`src/common/memCtrl_consts.svh`:
```
`ifndef MEMCTRL_CONSTS_SVH
`define MEMCTRL_CONSTS_SVH

// address and data widths
`define MEM_ADDR_W 17
`define MEM_WORD_W 32

// byte RAM depth
`define MEM_BYTES (1 << `MEM_ADDR_W)

// access length field, in bytes
`define MEM_LEN_W 3
`define LEN_BYTE 3'd1
`define LEN_HALF 3'd2
`define LEN_WORD 3'd4

`endif

```
`src/common/memPkg.sv`:
```
package memPkg;

    // controller main state
    typedef enum logic [1:0] {
        ST_IDLE  = 2'd0,
        ST_FETCH = 2'd1,
        ST_LOAD  = 2'd2,
        ST_STORE = 2'd3
    } ctrlState;

    // data client operation
    typedef enum logic {
        ACC_LOAD  = 1'b0,
        ACC_STORE = 1'b1
    } accessKind;

endpackage

```
`src/common/memIf.sv`:
```
`timescale 1ns/1ps

`include "memCtrl_consts.svh"

// one client's request channel into the controller
interface memReqIf;
    logic                    en;
    memPkg::accessKind       kind;
    logic [`MEM_LEN_W-1:0]   len;
    logic [`MEM_ADDR_W-1:0]  addr;
    logic [`MEM_WORD_W-1:0]  wdata;
    logic                    done;
    logic [`MEM_WORD_W-1:0]  rdata;

    modport client (
        output en, kind, len, addr, wdata,
        input  done, rdata
    );

    modport ctrl (
        input  en, kind, len, addr, wdata,
        output done, rdata
    );
endinterface

// byte-wide RAM port
interface ramBusIf;
    logic                    we;
    logic [`MEM_ADDR_W-1:0]  addr;
    logic [7:0]              wdata;
    logic [7:0]              rdata;

    modport ctrl (
        output we, addr, wdata,
        input  rdata
    );

    modport ram (
        input  we, addr, wdata,
        output rdata
    );
endinterface

```
`src/memCtrl/memCtrl.sv`:
```
`timescale 1ns/1ps

`include "memCtrl_consts.svh"

module memCtrl (
    input  logic  clk,
    input  logic  rst,
    input  logic  rdy,
    input  logic  ioBufferFull,
    memReqIf.ctrl fetchBus,
    memReqIf.ctrl dataBus,
    ramBusIf.ctrl ram,
    output logic  busy
);

    memPkg::ctrlState state;
    logic [2:0] stage;

    logic [`MEM_ADDR_W-1:0] addrReg;
    logic [`MEM_LEN_W-1:0]  lenReg;
    logic [`MEM_WORD_W-1:0] wdataReg;
    logic [`MEM_WORD_W-1:0] asmWord;

    logic fetchDoneQ;
    logic dataDoneQ;

    logic       stall;
    logic       fetchReq;
    logic       dataReq;
    logic [2:0] ofs;
    logic [2:0] lane;
    logic       lastStore;
    logic       lastRead;

    assign stall = !rdy || ioBufferFull;

    // a client still holding en in its done cycle is not a new request
    assign dataReq  = dataBus.en && !dataDoneQ;
    assign fetchReq = fetchBus.en && !fetchDoneQ;

    assign lastStore = (stage == lenReg - 3'd1);
    // reads need one extra stage for the last byte to come back
    assign lastRead  = (stage == lenReg);
    assign lane      = stage - 3'd1;

    // while frozen re-present the previous byte address so that the
    // pending read byte is still on rdata when the stall ends
    assign ofs = stall ? stage - 3'd1 : stage;

    assign ram.addr  = addrReg + `MEM_ADDR_W'(ofs);
    assign ram.we    = (state == memPkg::ST_STORE) && !stall;
    assign ram.wdata = wdataReg[{stage[1:0], 3'b000} +: 8];

    assign busy = (state != memPkg::ST_IDLE);

    assign fetchBus.done  = fetchDoneQ;
    assign fetchBus.rdata = asmWord;
    assign dataBus.done   = dataDoneQ;
    assign dataBus.rdata  = asmWord;

    always_ff @(posedge clk) begin
        if (rst) begin
            state      <= memPkg::ST_IDLE;
            stage      <= '0;
            fetchDoneQ <= 1'b0;
            dataDoneQ  <= 1'b0;
        end else begin
            // done is a single pulse, so it never holds through a stall
            fetchDoneQ <= 1'b0;
            dataDoneQ  <= 1'b0;
            if (!stall) begin
                case (state)
                    memPkg::ST_IDLE: begin
                        stage <= '0;
                        if (dataReq) begin
                            if (dataBus.kind == memPkg::ACC_STORE) begin
                                state <= memPkg::ST_STORE;
                            end else begin
                                state <= memPkg::ST_LOAD;
                            end
                        end else if (fetchReq) begin
                            state <= memPkg::ST_FETCH;
                        end
                    end
                    memPkg::ST_STORE: begin
                        if (lastStore) begin
                            state     <= memPkg::ST_IDLE;
                            stage     <= '0;
                            dataDoneQ <= 1'b1;
                        end else begin
                            stage <= stage + 3'd1;
                        end
                    end
                    default: begin
                        if (lastRead) begin
                            state <= memPkg::ST_IDLE;
                            stage <= '0;
                            if (state == memPkg::ST_FETCH) begin
                                fetchDoneQ <= 1'b1;
                            end else begin
                                dataDoneQ <= 1'b1;
                            end
                        end else begin
                            stage <= stage + 3'd1;
                        end
                    end
                endcase
            end
        end
    end

    // request payload and word assembly
    always_ff @(posedge clk) begin
        if (!stall) begin
            if (state == memPkg::ST_IDLE) begin
                asmWord <= '0;
                if (dataReq) begin
                    addrReg  <= dataBus.addr;
                    lenReg   <= dataBus.len;
                    wdataReg <= dataBus.wdata;
                end else if (fetchReq) begin
                    addrReg  <= fetchBus.addr;
                    lenReg   <= fetchBus.len;
                    wdataReg <= fetchBus.wdata;
                end
            end else if (state != memPkg::ST_STORE && stage != 3'd0) begin
                // byte for stage-1 arrives now
                asmWord[{lane[1:0], 3'b000} +: 8] <= ram.rdata;
            end
        end
    end

endmodule

```
`src/flat_wrapper.sv`:
```
// flat-port wrapper written by rule: the top's interface ports become plain ports
module memCtrl_flat 
  (clk, rst, rdy, ioBufferFull, busy, fetchBus_en, fetchBus_kind, fetchBus_len, fetchBus_addr, fetchBus_wdata, fetchBus_done, fetchBus_rdata, dataBus_en, dataBus_kind, dataBus_len, dataBus_addr, dataBus_wdata, dataBus_done, dataBus_rdata, ram_we, ram_addr, ram_wdata, ram_rdata);
  memReqIf fetchBus_i ();
  memReqIf dataBus_i ();
  ramBusIf ram_i ();
  input  logic clk;
  input  logic rst;
  input  logic rdy;
  input  logic ioBufferFull;
  output logic busy;
  input wire logic [$bits(fetchBus_i.en)-1:0] fetchBus_en;
  input wire logic [$bits(fetchBus_i.kind)-1:0] fetchBus_kind;
  input wire logic [$bits(fetchBus_i.len)-1:0] fetchBus_len;
  input wire logic [$bits(fetchBus_i.addr)-1:0] fetchBus_addr;
  input wire logic [$bits(fetchBus_i.wdata)-1:0] fetchBus_wdata;
  output wire logic [$bits(fetchBus_i.done)-1:0] fetchBus_done;
  output wire logic [$bits(fetchBus_i.rdata)-1:0] fetchBus_rdata;
  input wire logic [$bits(dataBus_i.en)-1:0] dataBus_en;
  input wire logic [$bits(dataBus_i.kind)-1:0] dataBus_kind;
  input wire logic [$bits(dataBus_i.len)-1:0] dataBus_len;
  input wire logic [$bits(dataBus_i.addr)-1:0] dataBus_addr;
  input wire logic [$bits(dataBus_i.wdata)-1:0] dataBus_wdata;
  output wire logic [$bits(dataBus_i.done)-1:0] dataBus_done;
  output wire logic [$bits(dataBus_i.rdata)-1:0] dataBus_rdata;
  output wire logic [$bits(ram_i.we)-1:0] ram_we;
  output wire logic [$bits(ram_i.addr)-1:0] ram_addr;
  output wire logic [$bits(ram_i.wdata)-1:0] ram_wdata;
  input wire logic [$bits(ram_i.rdata)-1:0] ram_rdata;
  assign fetchBus_i.en = fetchBus_en;
  assign fetchBus_i.kind = fetchBus_kind;
  assign fetchBus_i.len = fetchBus_len;
  assign fetchBus_i.addr = fetchBus_addr;
  assign fetchBus_i.wdata = fetchBus_wdata;
  assign fetchBus_done = fetchBus_i.done;
  assign fetchBus_rdata = fetchBus_i.rdata;
  assign dataBus_i.en = dataBus_en;
  assign dataBus_i.kind = dataBus_kind;
  assign dataBus_i.len = dataBus_len;
  assign dataBus_i.addr = dataBus_addr;
  assign dataBus_i.wdata = dataBus_wdata;
  assign dataBus_done = dataBus_i.done;
  assign dataBus_rdata = dataBus_i.rdata;
  assign ram_we = ram_i.we;
  assign ram_addr = ram_i.addr;
  assign ram_wdata = ram_i.wdata;
  assign ram_i.rdata = ram_rdata;
  memCtrl u_core (.clk(clk), .rst(rst), .rdy(rdy), .ioBufferFull(ioBufferFull), .fetchBus(fetchBus_i), .dataBus(dataBus_i), .ram(ram_i), .busy(busy));
endmodule
```
`config.mk`:
```
export PLATFORM = sky130hd
export DESIGN_NAME = memCtrl_flat
export DESIGN_NICKNAME = d
export VERILOG_FILES = /design/src/common/memPkg.sv /design/src/common/memIf.sv /design/src/memCtrl/memCtrl.sv /design/src/flat_wrapper.sv
export VERILOG_INCLUDE_DIRS = /design/src /design/src/common
export SDC_FILE = /design/constraint.sdc
export NUM_CORES = 1
export LEC_CHECK = 0
export BUFFER_PORTS_ARGS = -buffer_cell sky130_fd_sc_hd__buf_2
export CELL_PAD_IN_SITES_DETAIL_PLACEMENT = 1
export CELL_PAD_IN_SITES_GLOBAL_PLACEMENT = 1
export CORE_AREA = 5 5 99 147
export DETAILED_ROUTE_END_ITERATION = 16
export DIE_AREA = 0 0 104 152
export PLACE_DENSITY = 0.9
export SYNTH_ARGS = -nofsm -noshare
export SYNTH_HDL_FRONTEND = slang
export SYNTH_SLANG_ARGS = --single-unit
```
`constraint.sdc`:
```
create_clock -name clk -period 13.7 [get_ports clk]
set_input_delay 3.425 -clock clk [delete_from_list [all_inputs] [get_ports clk]]
set_output_delay 3.425 -clock clk [all_outputs]
set_load 0.02 [all_outputs]
```
==> results of run 1 <==
-- where the power goes --
| part | total [W] | internal [W] | switching (W) |
|---|---|---|---|
| clock | 0.000250 | 0.000143 | 0.000107 |
| sequential | 0.000331 | 0.000323 | 0.00000841 |
| combinational | 0.000138 | 0.0000581 | 0.0000800 |
| total | 0.000719 | 0.000524 | 0.000196 |
-- area by class of cell --
type,count,area (sq um)
clock buffer,9,225
clock inverter,7,75.1
fill,1508,6850
inverter,16,60.1
multi-input combinational,262,2100
sequential,91,2660
tap,162,203
timing repair buffer,216,1090
-- layer usage --
| metal | global-route usage (%) | part of all wire [%] | wire [microns] | up-vias |
|---|---|---|---|---|
| met5 | 0 | 0 | 0 | - |
| met1 | 17.3 | 34 | 4640 | 1820 |
| met4 | 6.48 | 3.0 | 410 | 0 |
| met3 | 5.26 | 8.1 | 1100 | 26 |
| li1 | - | - | - | 1817 |
| met2 | 31.2 | 54 | 7360 | 164 |
-- cell families after synthesis --
| family | after synthesis |
|---|---|
| DFF | 91 |
| and+or+nand+nor | 115 |
| muxes | 62 |
| buffers and inverters | 64 |
| adders and majority gates | 15 |
| AOI/OAI and AO/OA | 47 |
| xor gates and xnor gates | 23 |
-- sequential cells by signal, summed over array words and instances (netlist names) --
| signal | flops |
|---|---|
| u_core.addrReg | 17 |
| u_core.dataBus.done | 1 |
| u_core.dataBus.rdata | 32 |
| u_core.fetchBus.done | 1 |
| u_core.lenReg | 3 |
| u_core.stage | 3 |
| u_core.state | 2 |
| u_core.wdataReg | 32 |
-- worst max-delay path: cells and delay by family --
| family | cells | cell delay, ns |
|---|---|---|
| compound gates | 1 | 0.14 |
| buf+inv | 3 | 0.34 |
| simple gates | 3 | 1.03 |
| fa+ha+maj | 2 | 0.61 |
| xor+xnor | 2 | 0.38 |
-- cell usage in the layout (no fill, tap or decap), types with 2 or more instances in the layout --
| master | n |
|---|---|
| edfxtp_1 | 84 |
| clkinv_4 | 2 |
| nor2_1 | 37 |
| a21oi_1 | 36 |
| clkinv_2 | 2 |
| ha_1 | 14 |
| nand4_1 | 3 |
| nand2b_1 | 2 |
| dfxtp_1 | 7 |
| xnor2_1 | 11 |
| nor2b_1 | 34 |
| mux4_2 | 8 |
| nand2_1 | 14 |
| buf_4 | 5 |
| and4_1 | 2 |
| xor2_1 | 10 |
| mux2_2 | 52 |
| mux2i_1 | 2 |
| nor3_1 | 6 |
| inv_1 | 15 |
| nand3_1 | 3 |
| buf_2 | 211 |
| nor4_1 | 5 |
| clkbuf_16 | 9 |
| inv_6 | 2 |
-- per-stage QoR --
step	power, W	hold slack, ns	std cells	setup WS [ns]
2_1_floorplan	0.000431	0.455	417	4.79
3_5_place_dp	0.000478	0.490	747	4.31
3_3_place_gp	0.000471	0.467	747	4.29
6_report	0.000719	0.526	763	4.33
4_1_cts	0.000732	0.525	763	4.27
5_1_grt	0.000755	0.561	763	4.13
-- worst min path at each step --
| stage | slack [ns] | to |
|---|---|---|
| global route | 0.56 | u_core.state[1] |
| floorplan | 0.45 | u_core.state[1] |
| CTS | 0.52 | u_core.state[1] |
| detailed placement | 0.49 | u_core.state[1] |
| global placement | 0.47 | u_core.state[1] |
| finish | 0.53 | u_core.state[1] |
==> summary.txt, run 1 <==
Global route
  – Number of global-route vias before repair: 4274
  – Total congestion overflow: 0
  – Initial antenna violation count: 0
  – GR Util All Layers: 16.8%
  – First-pass GRT wire length: 21.5 mm
  – Pin count of the biggest net entering global routing: 57

Final layout
  – Final #Nets: 731
  – Share of cells above drive strength 1: 50.2%
  – Synthesis-to-finish area growth: 25.1%
  – Ant. Diodes: 0
  – Final Instance Area: 0.00642 sq mm
  – Final Core Density: 48.4%

Critical path
  – Startpoint Class: input pin
  – WS Path Type: in -> out
  – Cell Chain, Critical Path: buf_2 -> nor2b_1 -> xnor2_1 -> ha_1 -> inv_1 -> fa_1 -> nor2b_1 -> o21bai_1 -> nor4_1 -> xor2_1 -> buf_2
  – R2R Path End: u_core.dataBus.rdata[15]
  – Kind of end point of the critical path: output port
  – Crit Path Max Fanout: 6
  – Reg2Reg Depth: 5
  – Crit. Startpoint: rdy
  – Reg-to-reg startpoint: u_core.stage[1]
  – R2r setup slk: 10.68 ns
  – Crit path to: ram_addr[16]
  – Max incr delay on CP: 0.40 ns
  – Slowest-stage cell, CP: nor4_1
  – Worst path required time: 10.27 ns
  – Worst Path Arrival: 5.95 ns

Synth
  – Top-count cell post-synth: edfxtp_1
  – Yosys reg bits: 91
  – Multiplexer area fraction after synthesis: 15.3%
  – Largest family of logic cells by synthesized area: multiplexers
  – Post-synth top cells: edfxtp_1 (84), mux2_2 (52), nor2_1 (38)
  – Top cell type by total area after synthesis: edfxtp_1
  – Syn_nets: 552
  – Synth Area in XOR/XNOR: 4.58%
  – Synth cell types: 46
  – Cell Area, Synth: 0.00513 sq mm
  – Main flop type after synthesis: edfxtp_1
  – Post-synth EDFFs: 84
  – Yosys Warn Count: 0
  – Syn Area/Cell: 12.3 sq um
  – Simple-gate portion of the synthesized area: 11.7%
  – Synth async-reset ratio: 0%
  – Synth Area in Compound Gates: 5.31%
  – Ranking of synthesized cells by area: edfxtp_1 (49%), mux2_2 (11%), buf_4 (4.8%)
  – Post-Syn Instances: 417
  – Register area share after synthesis: 51.9%
  – Post-synthesis adder-cell area fraction: 3.80%
  – Top-area cell type share of the netlist area: 49.1%

Clock network
  – Setup repair bufs after CTS: 0
  – Clk Tree Root Cell: clkbuf_16
  – CTS tree: built
  – # H-tree levels: 3
  – # hold bufs at CTS: 0
  – Total CTS buffers: 9
  – # resized after CTS: 0
  – CTS max path bufs: 2
  – Worst-Skew Late Latency: 0.33 ns
  – Clock sink count: 91
  – Clk slew on worst S/H paths: 0.07 ns

Routing
  – Routed WL: 13.5 mm
  – Initial DRC Count: 155
  – Drt drc: 0
  – Via Count: 3827
  – Detailed-route wire length per cell: 17.7 microns
  – DRT antenna net count: 0
  – Drt pass-1 iters: 6
  – Vias per cell: 5.02

Place
  – DP HPWL: 10.6 mm
  – DP Area: 0.00612 sq mm
  – Routability congestion estimate: 0.812
  – Buffers added on ports: 211

Timing
  – Tmin final: 9.37 ns
  – Rel. slew slack: 15.2%
  – TNS Setup: 0 ns
  – Hold Violations, Final: 0
  – Unrepaired setup endpoints after global routing: false
  – Final Max Slew Viols: 0
  – Final setup violation count: 0
  – Fin crit share: 68.4%
  – Skew final: 0.00564 ns
  – Fmax: 107 MHz
  – Slew @ Worst Pin: 1.25 ns

Min path
  – HP Class: reg -> reg
  – Worst Min Path Start: u_core.state[1]
  – Cells on Worst Hold Path: 2

Die
  – FP Rows: 52
  – Starting Density: 38.7%
  – Core area: 0.0133 sq mm
  – Die W: 104 microns
  – # IOs: 213
  – Full die area: 0.0158 sq mm
  – Die Y: 152 microns

Pwr
  – Leak: 2.70 nW
  – Peak VDD IR: 0.0506 mV
  – PwrDens: 112 mW/mm^2

Outcome
  – Outcome: finished clean

Job
  – Number of max-cap violations: 0
Power figures use the tool's default switching activity.
==> run 2: changes to the inputs <==
ABC_AREA = 1   (was not set)
CORE_AREA = 5 5 112 167   (was 5 5 99 147)
DIE_AREA = 0 0 117 172   (was 0 0 104 152)
PLACE_DENSITY = 0.8   (was 0.9)
clock period = 7.7 ns   (was 13.7 ns; I/O delays follow)
==> summary.txt, run 2 <==
Synth
  – Cell Area, Synth: 0.00522 sq mm
  – Top-area cell type share of the netlist area: 48.4%
  – Multiplexer area fraction after synthesis: 0%
  – Simple-gate portion of the synthesized area: 24.2%
  – Syn_nets: 759
  – Register area share after synthesis: 51.0%
  – Post-Syn Instances: 624
  – Synth Area in Compound Gates: 7.56%
  – Yosys Warn Count: 0
  – Post-synth EDFFs: 84
  – Yosys reg bits: 91
  – Syn Area/Cell: 8.36 sq um
  – Largest family of logic cells by synthesized area: simple AND/OR/NAND/NOR gates
  – Synth Area in XOR/XNOR: 2.69%
  – Synth async-reset ratio: 0%
  – Ranking of synthesized cells by area: edfxtp_1 (48%), nand2_1 (17%), buf_4 (4.7%)
  – Top cell type by total area after synthesis: edfxtp_1
  – Post-synth top cells: nand2_1 (236), edfxtp_1 (84), nor2_1 (58)
  – Top-count cell post-synth: nand2_1
  – Synth cell types: 31
  – Main flop type after synthesis: edfxtp_1
  – Post-synthesis adder-cell area fraction: 3.74%

Place
  – Routability congestion estimate: 0.776
  – DP HPWL: 11.5 mm
  – Place WS: 1.08 ns
  – DP Cell Count: 997
  – DP Area: 0.00625 sq mm
  – Buffers added on ports: 211

Clock network
  – Clk Tree Root Cell: clkbuf_16
  – Clock sink count: 91
  – # resized after CTS: 0
  – Total CTS buffers: 9
  – # H-tree levels: 3
  – CTS max path bufs: 2
  – Clk slew on worst S/H paths: 0.06 ns
  – Setup repair bufs after CTS: 0
  – Worst-Skew Late Latency: 0.34 ns
  – CTS tree: built
  – # hold bufs at CTS: 0

Critical path
  – Worst Path Arrival: 4.62 ns
  – Worst path required time: 5.78 ns
  – Slowest-stage cell, CP: fa_1
  – Reg-to-reg startpoint: u_core.stage[1]
  – WS Path Type: in -> out
  – Kind of end point of the critical path: output port
  – Startpoint Class: input pin
  – Max incr delay on CP: 0.44 ns
  – Crit. Startpoint: ioBufferFull
  – Crit Path Max Fanout: 8
  – Cell Chain, Critical Path: buf_2 -> nor2_1 -> inv_1 -> o21ai_0 -> inv_1 -> fa_1 -> o21ai_1 -> nand2_1 -> nor2_1 -> nand3_1 -> xnor2_1 -> buf_2

Min path
  – Worst Min Path Start: u_core.state[1]
  – HP Class: reg -> reg

Final layout
  – Final #Nets: 930
  – Fillers: 2154
  – Most frequent cells in the layout: nand2_1 (235), buf_2 (211), edfxtp_1 (84)
  – Final Instance Area: 0.00655 sq mm
  – Ant. Diodes: 0
  – Commonest non-fill, non-tap cell in the layout: nand2_1
  – Non-Filler Instances: 1013
  – FF/Latch Area: 0.00266 sq mm
  – Multi-input gate area: 0.00202 sq mm
  – Synthesis-to-finish area growth: 25.6%
  – Share of cells above drive strength 1: 29.8%

Routing
  – DRT antenna net count: 0
  – DR top layer: met4
  – Routed WL: 15.0 mm
  – Drt pass-1 iters: 4
  – WL met3: 835 microns
  – Vias per cell: 4.62
  – Initial DRC Count: 194
  – Wire length on met2: 8.20 mm
  – Detailed-route wire length per cell: 14.8 microns
  – Via Count: 4677
  – Drt drc: 0
  – Routed length on met1: 5.74 mm

Job
  – Number of max-cap violations: 0

Global route
  – Number of global-route vias before repair: 4691
  – First-pass GRT wire length: 22.7 mm
  – Pin count of the biggest net entering global routing: 57
  – Total congestion overflow: 0
  – GR Util All Layers: 14.3%
  – Initial antenna violation count: 0

Pwr
  – Peak VDD IR: 0.0930 mV
  – PwrDens: 202 mW/mm^2
  – Leak: 3.14 nW

Die
  – FP Rows: 59
  – Die W: 117 microns
  – Full die area: 0.0201 sq mm
  – Starting Density: 30.5%
  – # IOs: 213
  – Die Y: 172 microns
  – Core area: 0.0171 sq mm

Timing
  – Tmin final: 6.54 ns
  – Fmax: 153 MHz
  – Fin crit share: 85.0%
  – Worst hold slack: 0.523 ns
  – Hold Violations, Final: 0
  – Rel. slew slack: 26.7%
  – Final Max Slew Viols: 0
  – Unrepaired setup endpoints after global routing: false
  – TNS Setup: 0 ns
  – Setup ws final: 1.16 ns
  – Skew final: 0.0125 ns
  – Slew @ Worst Pin: 1.10 ns
  – Final setup violation count: 0

Outcome
  – Outcome: finished clean
[run 2: final timing paths]
check	endpoint	slack, ns	depth (start not counted)
max reg2reg	u_core.dataBus.rdata[13]	5.06	5
max	ram_addr[14]	1.16	12
min	u_core.state[1]	0.52	2
min reg2reg	u_core.state[1]	0.52	2
[run 2: cell families (layout without fill, tap and decap cells)]
kind of cell | Yosys count | in the layout
compound gates | 70 | 70
xor+xnor | 16 | 16
fa+ha+maj | 15 | 15
buf+inv | 114 | 290
flops | 91 | 91
simple gates | 318 | 318
[run 2: worst max-delay path: cells and delay by family]
kind	cells	cell delay, ns
XOR/XNOR	1	0.19
buffers and inverters	4	0.67
adder cells (fa/ha/maj)	1	0.44
AO/OA/AOI/OAI	2	0.57
AND/OR/NAND/NOR	4	0.82
[run 2: metrics by stage]
stage	util, %	total power (W)
6_report	38.3	0.00132
3_5_place_dp	36.5	0.000892
5_1_grt	38.3	0.00139
4_1_cts	38.3	0.00134
3_3_place_gp	36.5	0.000884
2_1_floorplan	-	0.000791
[run 2: cell type report]
cell class	instances	area share [%]
clock buffer	9	3.44
timing repair buffer	215	16.6
tap	213	4.07
clock inverter	7	1.16
inverter	59	3.38
sequential	91	40.6
multi-input combinational	419	30.8
[run 2: where the power goes]
group          internal (W)  switching [W]
combinational     0.0000940       0.000186
clock              0.000255       0.000194
sequential         0.000578      0.0000167
total              0.000926       0.000397
[run 2: routing by layer]
layer | global-route usage (%) | up-vias
met5 | 0 | -
met4 | 4.04 | 0
met3 | 2.28 | 10
met2 | 27.9 | 122
met1 | 15.6 | 2213
li1 | - | 2332
